**config.mk**
```make
export PLATFORM = sky130hd
export DESIGN_NAME = s4_pipe_ctrl
export DESIGN_NICKNAME = d
export VERILOG_FILES = /design/src/design/s4_pipe_pkg.sv /design/src/design/s4_hazard_unit.sv /design/src/design/s4_pipe_ctrl.sv /design/src/design/s4_stage_latch.sv /design/src/design/s4_trap_ctrl.sv
export VERILOG_INCLUDE_DIRS = /design/src /design/src/design
export SDC_FILE = /design/constraint.sdc
export NUM_CORES = 1
export LEC_CHECK = 0
export BUFFER_PORTS_ARGS = -buffer_cell sky130_fd_sc_hd__buf_2
export CORE_ASPECT_RATIO = 2
export CORE_MARGIN = 4
export CORE_UTILIZATION = 40
export DETAILED_ROUTE_END_ITERATION = 7
export HOLD_SLACK_MARGIN = 0.1
export PLACE_DENSITY = 0.65
export SLEW_MARGIN = 20
export SYNTH_ARGS = -nofsm -noshare
export SYNTH_HDL_FRONTEND = slang
export SYNTH_SLANG_ARGS = --single-unit
```
**constraint.sdc**
```tcl
create_clock -name CLK -period 2.66 [get_ports CLK]
set_input_delay 0.798 -clock CLK [delete_from_list [all_inputs] [get_ports CLK]]
set_output_delay 0.798 -clock CLK [all_outputs]
set_load 0.005 [all_outputs]
```
**src/design/s4_pipe_ctrl_cfg.svh**
```systemverilog
`ifndef S4_PIPE_CTRL_CFG_SVH
`define S4_PIPE_CTRL_CFG_SVH

// datapath widths seen by the pipeline control core

`define S4_WORD_W  32 // pc and data word
`define S4_REG_W   5  // register index x0..x31

// trap cause encoding width
`define S4_CAUSE_W 3

`endif

```
**src/design/s4_pipe_pkg.sv**
```systemverilog
`include "s4_pipe_ctrl_cfg.svh"

package s4_pipe_pkg;

    // instruction class as far as hazard detection cares
    typedef enum logic [2:0] {
        OP_ALU    = 3'd0,
        OP_LOAD   = 3'd1,
        OP_STORE  = 3'd2,
        OP_BRANCH = 3'd3,
        OP_JUMP   = 3'd4,
        OP_VSETVL = 3'd5  // serialising, nothing younger may pass it
    } op_e;

    // trap causes reported to the privilege block
    typedef enum logic [`S4_CAUSE_W-1:0] {
        CAUSE_NONE        = 3'd0,
        CAUSE_FETCH_FAULT = 3'd1,
        CAUSE_ILLEGAL     = 3'd2,
        CAUSE_LOAD_FAULT  = 3'd3,
        CAUSE_STORE_FAULT = 3'd4,
        CAUSE_INTERRUPT   = 3'd5
    } cause_e;

    // one in-flight instruction, valid low means bubble
    typedef struct packed {
        logic                 valid;
        logic [`S4_WORD_W-1:0] pc;
        op_e                  op;
        logic [`S4_REG_W-1:0]  rd;   // destination, x0 never written
        logic [`S4_REG_W-1:0]  rs1;
        logic [`S4_REG_W-1:0]  rs2;
    } insn_t;

    // fault strobes, one per reporting stage
    typedef struct packed {
        logic fetch_fault;  // instruction access fault
        logic illegal;      // decode saw an illegal encoding
        logic load_fault;
        logic store_fault;
    } fault_t;

    // registered trap record
    typedef struct packed {
        logic                  valid; // single cycle pulse
        cause_e                cause;
        logic [`S4_WORD_W-1:0] epc;
    } trap_t;

endpackage

```
**src/design/s4_hazard_unit.sv**
```systemverilog
`timescale 1ns/1ps

// stall / flush control for the fe and em latches
// all outputs are combinational off the latch contents
module s4_hazard_unit (
    input  logic               CLK,
    input  logic               nRST,
    input  s4_pipe_pkg::insn_t ex_insn,     // fe latch, record in execute
    input  s4_pipe_pkg::insn_t mem_insn,    // em latch, record in memory
    input  logic               mispredict,  // branch in execute went the wrong way
    input  logic               i_mem_busy,  // fetch word not ready
    input  logic               d_mem_busy,  // data access of mem_insn not done
    input  logic               trap_flush,  // trap taken this cycle
    output logic               pc_en,
    output logic               redirect,
    output logic               fe_stall,
    output logic               fe_flush,
    output logic               em_stall,
    output logic               em_flush,
    output logic               dmem_wait
);

    logic mem_is_load;   // valid load in memory
    logic mem_access;    // valid load or store in memory
    logic rs1_match;
    logic rs2_match;
    logic load_use;
    logic branch_jump;
    logic ex_vsetvl;     // valid vsetvl sitting in execute
    logic vsetvl_hold;
    logic vsetvl_flag;   // vsetvl has already waited its bubble

    assign mem_is_load = mem_insn.valid && (mem_insn.op == s4_pipe_pkg::OP_LOAD);
    assign mem_access  = mem_insn.valid &&
                         ((mem_insn.op == s4_pipe_pkg::OP_LOAD) ||
                          (mem_insn.op == s4_pipe_pkg::OP_STORE));

    // load result only exists after memory, no forwarding path
    assign rs1_match = (ex_insn.rs1 == mem_insn.rd) && (mem_insn.rd != '0);
    assign rs2_match = (ex_insn.rs2 == mem_insn.rd) && (mem_insn.rd != '0);
    assign load_use  = mem_is_load && ex_insn.valid && (rs1_match || rs2_match);

    // jumps always redirect, branches only when predicted wrong
    assign branch_jump = ex_insn.valid &&
                         ((ex_insn.op == s4_pipe_pkg::OP_JUMP) ||
                          ((ex_insn.op == s4_pipe_pkg::OP_BRANCH) && mispredict));

    assign dmem_wait = mem_access && d_mem_busy;

    // a vsetvl first holds in execute one cycle so memory drains
    // then the flag keeps fetch shut while it moves into memory
    assign ex_vsetvl   = ex_insn.valid && (ex_insn.op == s4_pipe_pkg::OP_VSETVL);
    assign vsetvl_hold = ex_vsetvl && !vsetvl_flag;

    always_comb begin
        pc_en    = 1'b1;
        redirect = 1'b0;
        fe_stall = 1'b0;
        fe_flush = 1'b0;
        em_stall = 1'b0;
        em_flush = 1'b0;
        if (dmem_wait) begin
            // slow data memory freezes the whole pipe
            fe_stall = 1'b1;
            em_stall = 1'b1;
            pc_en    = 1'b0;
        end else if (trap_flush || branch_jump) begin
            fe_flush = 1'b1;   // drop wrong-path fetch
            em_flush = 1'b1;   // execute record does not go on
            redirect = 1'b1;
            pc_en    = 1'b1;   // pc loads the new target
        end else if (load_use || vsetvl_hold) begin
            fe_stall = 1'b1;   // keep consumer in execute
            em_flush = 1'b1;   // bubble into memory
            pc_en    = 1'b0;
        end else if (i_mem_busy || vsetvl_flag) begin
            fe_flush = 1'b1;   // bubble into execute, em keeps moving
            pc_en    = 1'b0;
        end
    end

    // flag goes up on the edge where the vsetvl is held in execute
    // and drops once fe flushes, which is when the vsetvl moves on
    // or when a redirect kills it
    always_ff @(posedge CLK, negedge nRST) begin
        if (!nRST) begin
            vsetvl_flag <= 1'b0;
        end else if (fe_flush) begin
            vsetvl_flag <= 1'b0;
        end else if (ex_vsetvl && fe_stall) begin
            vsetvl_flag <= 1'b1;
        end
    end

endmodule

```
**src/design/s4_pipe_ctrl.sv**
```systemverilog
`timescale 1ns/1ps

// control core of the four stage pipe
// fetch -> fe latch -> execute -> em latch -> memory -> writeback
module s4_pipe_ctrl (
    input  logic                CLK,
    input  logic                nRST,
    input  s4_pipe_pkg::insn_t  fetch_insn,  // record offered by fetch
    input  logic                i_mem_busy,
    input  logic                d_mem_busy,
    input  logic                mispredict,
    input  logic                intr,
    input  s4_pipe_pkg::fault_t faults,
    output logic                pc_en,
    output logic                redirect,
    output s4_pipe_pkg::insn_t  ex_insn,
    output s4_pipe_pkg::insn_t  mem_insn,
    output s4_pipe_pkg::trap_t  trap
);

    logic fe_stall;
    logic fe_flush;
    logic em_stall;
    logic em_flush;
    logic dmem_wait;   // hazard unit -> trap ctrl
    logic trap_flush;  // trap ctrl -> hazard unit

    s4_hazard_unit s4_hazard_unit_i (
        .CLK        (CLK),
        .nRST       (nRST),
        .ex_insn    (ex_insn),
        .mem_insn   (mem_insn),
        .mispredict (mispredict),
        .i_mem_busy (i_mem_busy),
        .d_mem_busy (d_mem_busy),
        .trap_flush (trap_flush),
        .pc_en      (pc_en),
        .redirect   (redirect),
        .fe_stall   (fe_stall),
        .fe_flush   (fe_flush),
        .em_stall   (em_stall),
        .em_flush   (em_flush),
        .dmem_wait  (dmem_wait)
    );

    // fetch -> execute
    s4_stage_latch fe_latch (
        .CLK   (CLK),
        .nRST  (nRST),
        .stall (fe_stall),
        .flush (fe_flush),
        .d     (fetch_insn),
        .q     (ex_insn)
    );

    // execute -> memory
    s4_stage_latch em_latch (
        .CLK   (CLK),
        .nRST  (nRST),
        .stall (em_stall),
        .flush (em_flush),
        .d     (ex_insn),
        .q     (mem_insn)
    );

    s4_trap_ctrl s4_trap_ctrl_i (
        .CLK        (CLK),
        .nRST       (nRST),
        .faults     (faults),
        .intr       (intr),
        .dmem_wait  (dmem_wait),
        .fetch_pc   (fetch_insn.pc),  // epc for fetch faults
        .ex_insn    (ex_insn),
        .mem_insn   (mem_insn),
        .trap_flush (trap_flush),
        .trap       (trap)
    );

endmodule

```
**src/design/s4_stage_latch.sv**
```systemverilog
`timescale 1ns/1ps

// one pipeline register between two stages
// stall keeps the record, flush turns it into a bubble
module s4_stage_latch (
    input  logic               CLK,
    input  logic               nRST,
    input  logic               stall,  // hold current record
    input  logic               flush,  // load a bubble
    input  s4_pipe_pkg::insn_t d,      // record from the upstream stage
    output s4_pipe_pkg::insn_t q       // record seen by the downstream stage
);

    // priority is stall > flush > load
    // a stalled stage must not lose its record even if a flush
    // arrives in the same cycle, the flush is reissued once the
    // stall drops
    always_ff @(posedge CLK, negedge nRST) begin
        if (!nRST) begin
            q <= '0;            // pipe starts empty
        end else if (stall) begin
            q <= q;             // downstream busy
        end else if (flush) begin
            q <= '0;            // bubble, valid low
        end else begin
            q <= d;             // normal advance
        end
    end

    // the whole record is cleared on a flush rather than only valid
    // so a bubble looks the same in every latch and never carries
    // a stale rd into the load-use compare

endmodule

```
**src/design/s4_trap_ctrl.sv**
```systemverilog
`timescale 1ns/1ps

`include "s4_pipe_ctrl_cfg.svh"

// exception / interrupt arbitration and the trap record
module s4_trap_ctrl (
    input  logic                  CLK,
    input  logic                  nRST,
    input  s4_pipe_pkg::fault_t   faults,
    input  logic                  intr,       // interrupt pending, level
    input  logic                  dmem_wait,  // data access still outstanding
    input  logic [`S4_WORD_W-1:0] fetch_pc,
    input  s4_pipe_pkg::insn_t    ex_insn,
    input  s4_pipe_pkg::insn_t    mem_insn,
    output logic                  trap_flush,
    output s4_pipe_pkg::trap_t    trap
);

    logic                  mem_load_fault;
    logic                  mem_store_fault;
    logic                  ex_illegal;
    s4_pipe_pkg::cause_e   cause_sel;
    logic [`S4_WORD_W-1:0] epc_sel;
    logic                  trap_valid_q;
    s4_pipe_pkg::cause_e   cause_q;
    logic [`S4_WORD_W-1:0] epc_q;

    // a fault only counts against a record of the matching kind
    assign mem_load_fault  = mem_insn.valid && faults.load_fault &&
                             (mem_insn.op == s4_pipe_pkg::OP_LOAD);
    assign mem_store_fault = mem_insn.valid && faults.store_fault &&
                             (mem_insn.op == s4_pipe_pkg::OP_STORE);
    assign ex_illegal      = ex_insn.valid && faults.illegal;

    // oldest stage first, interrupt last
    always_comb begin
        cause_sel = s4_pipe_pkg::CAUSE_NONE;
        epc_sel   = fetch_pc;
        if (mem_load_fault) begin
            cause_sel = s4_pipe_pkg::CAUSE_LOAD_FAULT;
            epc_sel   = mem_insn.pc;
        end else if (mem_store_fault) begin
            cause_sel = s4_pipe_pkg::CAUSE_STORE_FAULT;
            epc_sel   = mem_insn.pc;
        end else if (ex_illegal) begin
            cause_sel = s4_pipe_pkg::CAUSE_ILLEGAL;
            epc_sel   = ex_insn.pc;
        end else if (faults.fetch_fault) begin
            cause_sel = s4_pipe_pkg::CAUSE_FETCH_FAULT;
        end else if (intr) begin
            cause_sel = s4_pipe_pkg::CAUSE_INTERRUPT;
            // resume at the oldest record still in flight
            if (mem_insn.valid) begin
                epc_sel = mem_insn.pc;
            end else if (ex_insn.valid) begin
                epc_sel = ex_insn.pc;
            end
        end
    end

    // nothing is taken while memory holds the pipe, and only one
    // trap per redirect since fetch is refilling right after it
    assign trap_flush = (cause_sel != s4_pipe_pkg::CAUSE_NONE) &&
                        !dmem_wait && !trap_valid_q;

    always_ff @(posedge CLK, negedge nRST) begin
        if (!nRST) begin
            trap_valid_q <= 1'b0;
        end else begin
            trap_valid_q <= trap_flush;  // one cycle pulse
        end
    end

    // cause and epc stay put until the next trap
    always_ff @(posedge CLK) begin
        if (trap_flush) begin
            cause_q <= cause_sel;
            epc_q   <= epc_sel;
        end
    end

    assign trap = '{valid: trap_valid_q, cause: cause_q, epc: epc_q};

endmodule

```
==> results of run 1 <==
## how the worst min path moves through the flow
stage,startpoint,to,depth (start not counted)
after floorplan,s4_hazard_unit_i.vsetvl_flag$_DFFE_PN0P_,s4_hazard_unit_i.vsetvl_flag$_DFFE_PN0P_,1
final,nRST,fe_latch.q[21]$_DFFE_PN0N_,2
after CTS,nRST,fe_latch.q[21]$_DFFE_PN0N_,2
after detailed placement,em_latch.q[5]$_DFFE_PN0P_,em_latch.q[5]$_DFFE_PN0P_,1
after global routing,nRST,fe_latch.q[22]$_DFFE_PN0N_,2
after global placement,em_latch.q[5]$_DFFE_PN0P_,em_latch.q[5]$_DFFE_PN0P_,1
## registers in the layout, summed over array words and instances, names as in the netlist
name,flops
em_latch.q,51
fe_latch.q,51
s4_hazard_unit_i.vsetvl_flag,1
s4_trap_ctrl_i.cause_q,3
s4_trap_ctrl_i.epc_q,32
s4_trap_ctrl_i.trap_valid_q,1
## cells by family after synthesis
logic type                synth area share
DFF                                  0.579
AOI/OAI and AO/OA                    0.250
buffers and inverters                0.102
xor gates and xnor gates            0.0153
and+or+nand+nor                     0.0545
## routing by layer
metal / vias to the layer above / global-route usage / part of all wire
met5: - / 0 / 0
met4: 0 / 0.110 / 0.033
met3: 41 / 0.0416 / 0.049
met2: 229 / 0.420 / 0.56
met1: 2665 / 0.228 / 0.35
li1: 2451 / - / -
## metrics by stage
step / worst slack [ps] / hold WS [ps] / instance area [µm²] / power, mW / utilization
floorplan: 115 / 479 / 6310 / 3.51 / -
global placement: 28.1 / 488 / 7620 / 4.14 / 0.496
detailed placement: -74.4 / 493 / 7620 / 4.19 / 0.496
CTS: -192 / 384 / 8270 / 6.58 / 0.538
global route: -229 / 387 / 8300 / 6.84 / 0.540
finish: -139 / 386 / 8300 / 6.53 / 0.540
## cell usage after synthesis (7+ instances only)
cell type,instances,area share
inv_1,103,0.061
edfxtp_1,35,0.17
o32ai_1,44,0.061
buf_6,10,0.018
a22o_1,48,0.067
nor2_1,9,0.0054
clkbuf_1,27,0.016
o21ai_0,37,0.029
a21oi_1,8,0.0063
a22oi_1,31,0.037
dfrtp_1,104,0.41
nand2_1,37,0.022
xnor2_1,10,0.014
o32ai_2,7,0.018
## power by group through the flow
| stage | sequential, mW | clock [mW] | combinational (mW) |
|---|---|---|---|
| after global routing | 2.79 | 2.49 | 1.55 |
| after CTS | 2.75 | 2.40 | 1.43 |
| after global placement | 2.78 | 0 | 1.36 |
| after detailed placement | 2.79 | 0 | 1.39 |
| after floorplan | 2.77 | 0 | 0.742 |
| final | 2.75 | 2.36 | 1.42 |
## layout make-up
type	count	area [µm²]
clock buffer	17	425
inverter	103	387
fill	1398	7080
tap	198	248
clock inverter	15	164
sequential	139	3660
multi-input combinational	280	2090
antenna	2	5.00
timing repair buffer	230	1330
## timing repair
action,CTS,global route
gates resized for setup,6,4
setup buffers,5,1
pin swaps,5,2
setup endpoints to repair,2,2
## cells in the final DEF, fill, tap and decap left out, types with 3 or more instances in the layout
cell type   synthesis  layout
nand3_1             6       6
nor2b_1             5       4
a21oi_2             0       4
edfxtp_1           35      35
o32ai_2             7       7
a22o_1             48      48
xnor2_1            10      10
inv_1             103     103
clkinv_4            0       3
buf_4               1      23
buf_12              0       8
dfrtp_1           104     102
clkbuf_16           0      17
a22oi_1            31      31
o32ai_1            44      44
buf_2               6     199
inv_6               0       4
a31o_2              5       5
nor2_1              9       9
o21ai_0            37      36
nand2_1            37      37
clkinvlp_4          0       3
a31oi_1             4       4
## critical path, delay by kind of cell, from the launching register on
family | cells | cell delay, ps
flops | 1 | 380
compound gates | 3 | 550
buf+inv | 1 | 120
simple gates | 1 | 540
==> flow_metrics.tcl, run 1 <==
set metrics [dict create \
    crit_slowest_cell "or4_4" \
    max_stage_delay_ps 540 \
    setup_violations 2 \
    fin_cells 984 \
    grt_max_degree 61 \
    cts-hold-fix-buffers 0 \
    syn_nets 628 \
    ir_drop_mv 0.444 \
    numCtsBuffers 17 \
    grt_setup_unrepaired "yes" \
    synth-async-reset-ratio 0.748 \
    pwr-share-clk 0.361 \
    finalWeightedCongestion 0.874 \
    final.setup_skew_ps 13.1 \
    wirelength_um 19900 \
    cts_tree "done" \
    antenna_left 0 \
    critPathMaxFanout 2 \
    ios 201 \
    groute.usage.overall 0.220 \
    fp-row-count 64 \
    core_um2 15400 \
    start_util 0.411 \
    synthCells 567 \
    reg2reg_depth 6 \
    area_growth_pct 31.5 \
    drc_errors 0 \
    synth-seq-cells 139 \
    period_share 1.05 \
    drive_above_1_share 0.375 \
    avgSynthCellArea_um2 11.1 \
    clk_latency_ps 410 \
    power.internal_mw 4.54 \
    synth-main-ff-cell "dfrtp_1" \
    violations "setup timing" \
    drt_pass1_iterations 5 \
    dp_hpwl_um 13500 \
    clock_path_buffers 2 \
    critPathArrivalTime_ps 2000 \
    power_density_nw_per_um2 787 \
    dieHeight_um 186 \
    dr_total_vias 5386 \
    maxCapViolations 0 \
    cts-htree-levels 4 \
    seq_area_frac_synth 0.579 \
    grt_first_pass_wirelength_um 30900 \
    slew_viol_final 0 \
    ys_warn_count 0 \
    clockRootBuffer "clkbuf_16" \
    synth_area_um2 6310 \
    p_comb_frac 0.217 \
    antenna_found_initial 2 \
    startpoint "em_latch.q[11]$_DFFE_PN0P_" \
    clock.fmax_ghz 0.357 \
    r2r-end "em_latch.q[30]$_DFFE_PN0P_" \
    path_cells "or4_4 > o2111a_2 > a21o_1 > a21oi_2 > buf_2" \
    period_minus_slack_ps 2800 \
    power.switching_mw 2.00 \
    nNetsFinal 832 \
    power_frac_seq 0.422 \
    status "complete, but fails checks" \
    clock-sinks 139 \
    dp.cells 944 \
    die_area_um2 18000 \
    worst_pin_slew_ps 699 \
    switching_share 0.306 \
    port_buffers 200 \
    ys_types 42 \
    cp.required_ps 1860 \
    leakage_nw 4.02 \
    r2r_start "em_latch.q[11]$_DFFE_PN0P_" \
    worst_setup_path_end_kind "output pin" \
    tns_ps -170 \
    start_kind "flip-flop" \
    drt-initial-drc-count 279 \
    final-hold-violation-count 0 \
    gr-total-overflow 0 \
    r2r_slack_ps 310 \
    viasPerCell 5.47 \
    wl_per_cell_um 20.2 \
    slew_headroom 0.534 \
    synth_edf_count 35 \
    hold_path_class "primary input to async pin" \
    endpoint "pc_en" \
    grt_pass1_vias 5691 \
    clk_pin_slew_ps 60 \
    fp.dieW_um 96.8 \
    worst_slack_ps -139 \
    worstSetupPathType "flip-flop to output pin" \
]
(Power assumes the default switching activity.)
==> inputs of run 2 (changes only) <==
--- a/config.mk
+++ b/config.mk
@@ -9,10 +9,9 @@
 export BUFFER_PORTS_ARGS = -buffer_cell sky130_fd_sc_hd__buf_2
 export CORE_ASPECT_RATIO = 2
 export CORE_MARGIN = 4
-export CORE_UTILIZATION = 40
+export CORE_UTILIZATION = 35
 export DETAILED_ROUTE_END_ITERATION = 7
 export HOLD_SLACK_MARGIN = 0.1
-export PLACE_DENSITY = 0.65
 export SLEW_MARGIN = 20
 export SYNTH_ARGS = -nofsm -noshare
 export SYNTH_HDL_FRONTEND = slang
==> flow_metrics.tcl, run 2 (same netlist as run 1, synthesis figures left out) <==
set metrics [dict create \
    status "complete, but fails checks" \
    violations "setup timing" \
    worst_slack_ps -198 \
    cpLargestDelayFamily "compound AO/OA/AOI/OAI gates" \
    start_kind "flip-flop" \
    final_core_util 0.474 \
    final_common_cell "buf_2" \
    setup_violations 1 \
    fp-row-count 69 \
    cp.required_ps 1860 \
    clock-sinks 139 \
    leakage_nw 4.07 \
    placed_cell_area_um2 7710 \
    critPathArrivalTime_ps 2060 \
    drc_errors 0 \
    port_buffers 200 \
    grt_setup_unrepaired "yes" \
    period_minus_slack_ps 2860 \
    dp.cells 965 \
    finalWeightedCongestion 0.796 \
    path_cells "or4_4 > o2111a_2 > a21o_1 > a21oi_2 > buf_2" \
    antenna_found_initial 0 \
    viasPerCell 5.26 \
    drt_pass1_iterations 5 \
    final.setup_skew_ps 9.92 \
    grt_first_pass_wirelength_um 30100 \
    cts-htree-levels 4 \
    dieHeight_um 198 \
    groute.usage.overall 0.197 \
    cp_num_buf_inv 1 \
    core_um2 17800 \
    wirelength_um 20000 \
    drive_above_1_share 0.378 \
    total_power_mw 6.71 \
    drt-initial-drc-count 177 \
    ios 201 \
    dp_hpwl_um 13900 \
    slew_viol_final 0 \
    clock.fmax_ghz 0.350 \
    area_growth_pct 33.4 \
    worst_setup_path_end_kind "output pin" \
    critPathMaxFanout 2 \
    die_area_um2 20400 \
    final-hold-violation-count 0 \
    maxCapViolations 0 \
    power_density_nw_per_um2 796 \
    grt_pass1_vias 5345 \
    slew_headroom 0.559 \
    period_share 1.07 \
    ir_drop_mv 0.423 \
    worstSetupPathType "flip-flop to output pin" \
    cts_tree "done" \
    wl_per_cell_um 20.0 \
    max_stage_delay_ps 560 \
    clk_pin_slew_ps 60 \
    n_antenna_cell 0 \
    clk_latency_ps 420 \
    numCtsBuffers 17 \
    fp.dieW_um 103 \
    worst_pin_slew_ps 662 \
    largestRegisters "em_latch.q (51), fe_latch.q (51), s4_trap_ctrl_i.epc_q (32)" \
    crit_slowest_cell "or4_4" \
    whs_ps 275 \
    final_cell_mix "buf_2, inv_1, dfrtp_1" \
    fin_cells 999 \
    clock_path_buffers 2 \
    dr_total_vias 5252 \
    stdcell_area_um2 8420 \
    clockRootBuffer "clkbuf_16" \
    nNetsFinal 834 \
    hold_path_class "primary input to async pin" \
    grt_max_degree 57 \
    antenna_left 0 \
    gr-total-overflow 0 \
    start_util 0.355 \
]
run 2: changes by cell type in the layout (fill, tap and decap cells not counted), moves of 2 or more:
cell | before | now
inv_6 | 4 | 0
a21oi_4 | 2 | 4
a21oi_2 | 4 | 2
diode_2 | 2 | 0
bufinv_16 | 2 | 4
clkinv_2 | 1 | 3
clkinv_4 | 3 | 1
clkbuf_8 | 0 | 2
run 2: final cells by class:
cell class | count | area [µm²]
Inverter | 103 | 387
Fill cell | 1687 | 9360
Clock inverter | 12 | 170
Clock buffer | 20 | 457
Multi-Input combinational cell | 280 | 2130
Timing Repair Buffer | 232 | 1360
Tap cell | 213 | 267
Sequential cell | 139 | 3660
run 2: through the flow:
step	setup WS (ps)	setup TNS [ps]
6_report	-198	-198
5_1_grt	-281	-281
4_1_cts	-238	-284
3_5_place_dp	-341	-28350
3_3_place_gp	-355	-28170
2_1_floorplan	115	0
run 2: what timing repair did:
action                     CTS  global route
setup endpoints to repair    2             2
hold buffers                 0             0
pin swaps                    5             2
buffers inserted             1             1
gates resized for setup     10             7
hold endpoints to repair     0             0
run 2: report_power, final:
group | switching (mW) | total, mW | internal [mW] | leakage (nW)
Combinational | 0.807 | 1.44 | 0.633 | 2.03
Sequential | 0.232 | 2.75 | 2.52 | 1.74
Clock | 0.900 | 2.51 | 1.61 | 0.299
run 2: worst paths after layout:
| path | startpoint | to | slack (ps) | cells after the start |
|---|---|---|---|---|
| max reg2reg | em_latch.q[11]$_DFFE_PN0P_ | em_latch.q[46]$_DFFE_PN0P_ | 320 | 6 |
| max | em_latch.q[11]$_DFFE_PN0P_ | pc_en | -200 | 5 |
| min | nRST | fe_latch.q[21]$_DFFE_PN0N_ | 270 | 1 |
| min in group CLK | em_latch.q[9]$_DFFE_PN0P_ | em_latch.q[9]$_DFFE_PN0P_ | 500 | 1 |
| min reg2reg | em_latch.q[9]$_DFFE_PN0P_ | em_latch.q[9]$_DFFE_PN0P_ | 500 | 1 |
| max in group asynchronous | nRST | fe_latch.q[16]$_DFFE_PN0N_ | 1670 | 2 |
run 2: per-layer routing:
layer,wire length [µm],track usage,vias up,part of all wire
met1,7150,0.215,2557,0.36
met5,0,0,-,0
li1,-,-,2457,-
met2,11100,0.359,197,0.56
met3,988,0.0381,41,0.049
met4,711,0.0903,0,0.036
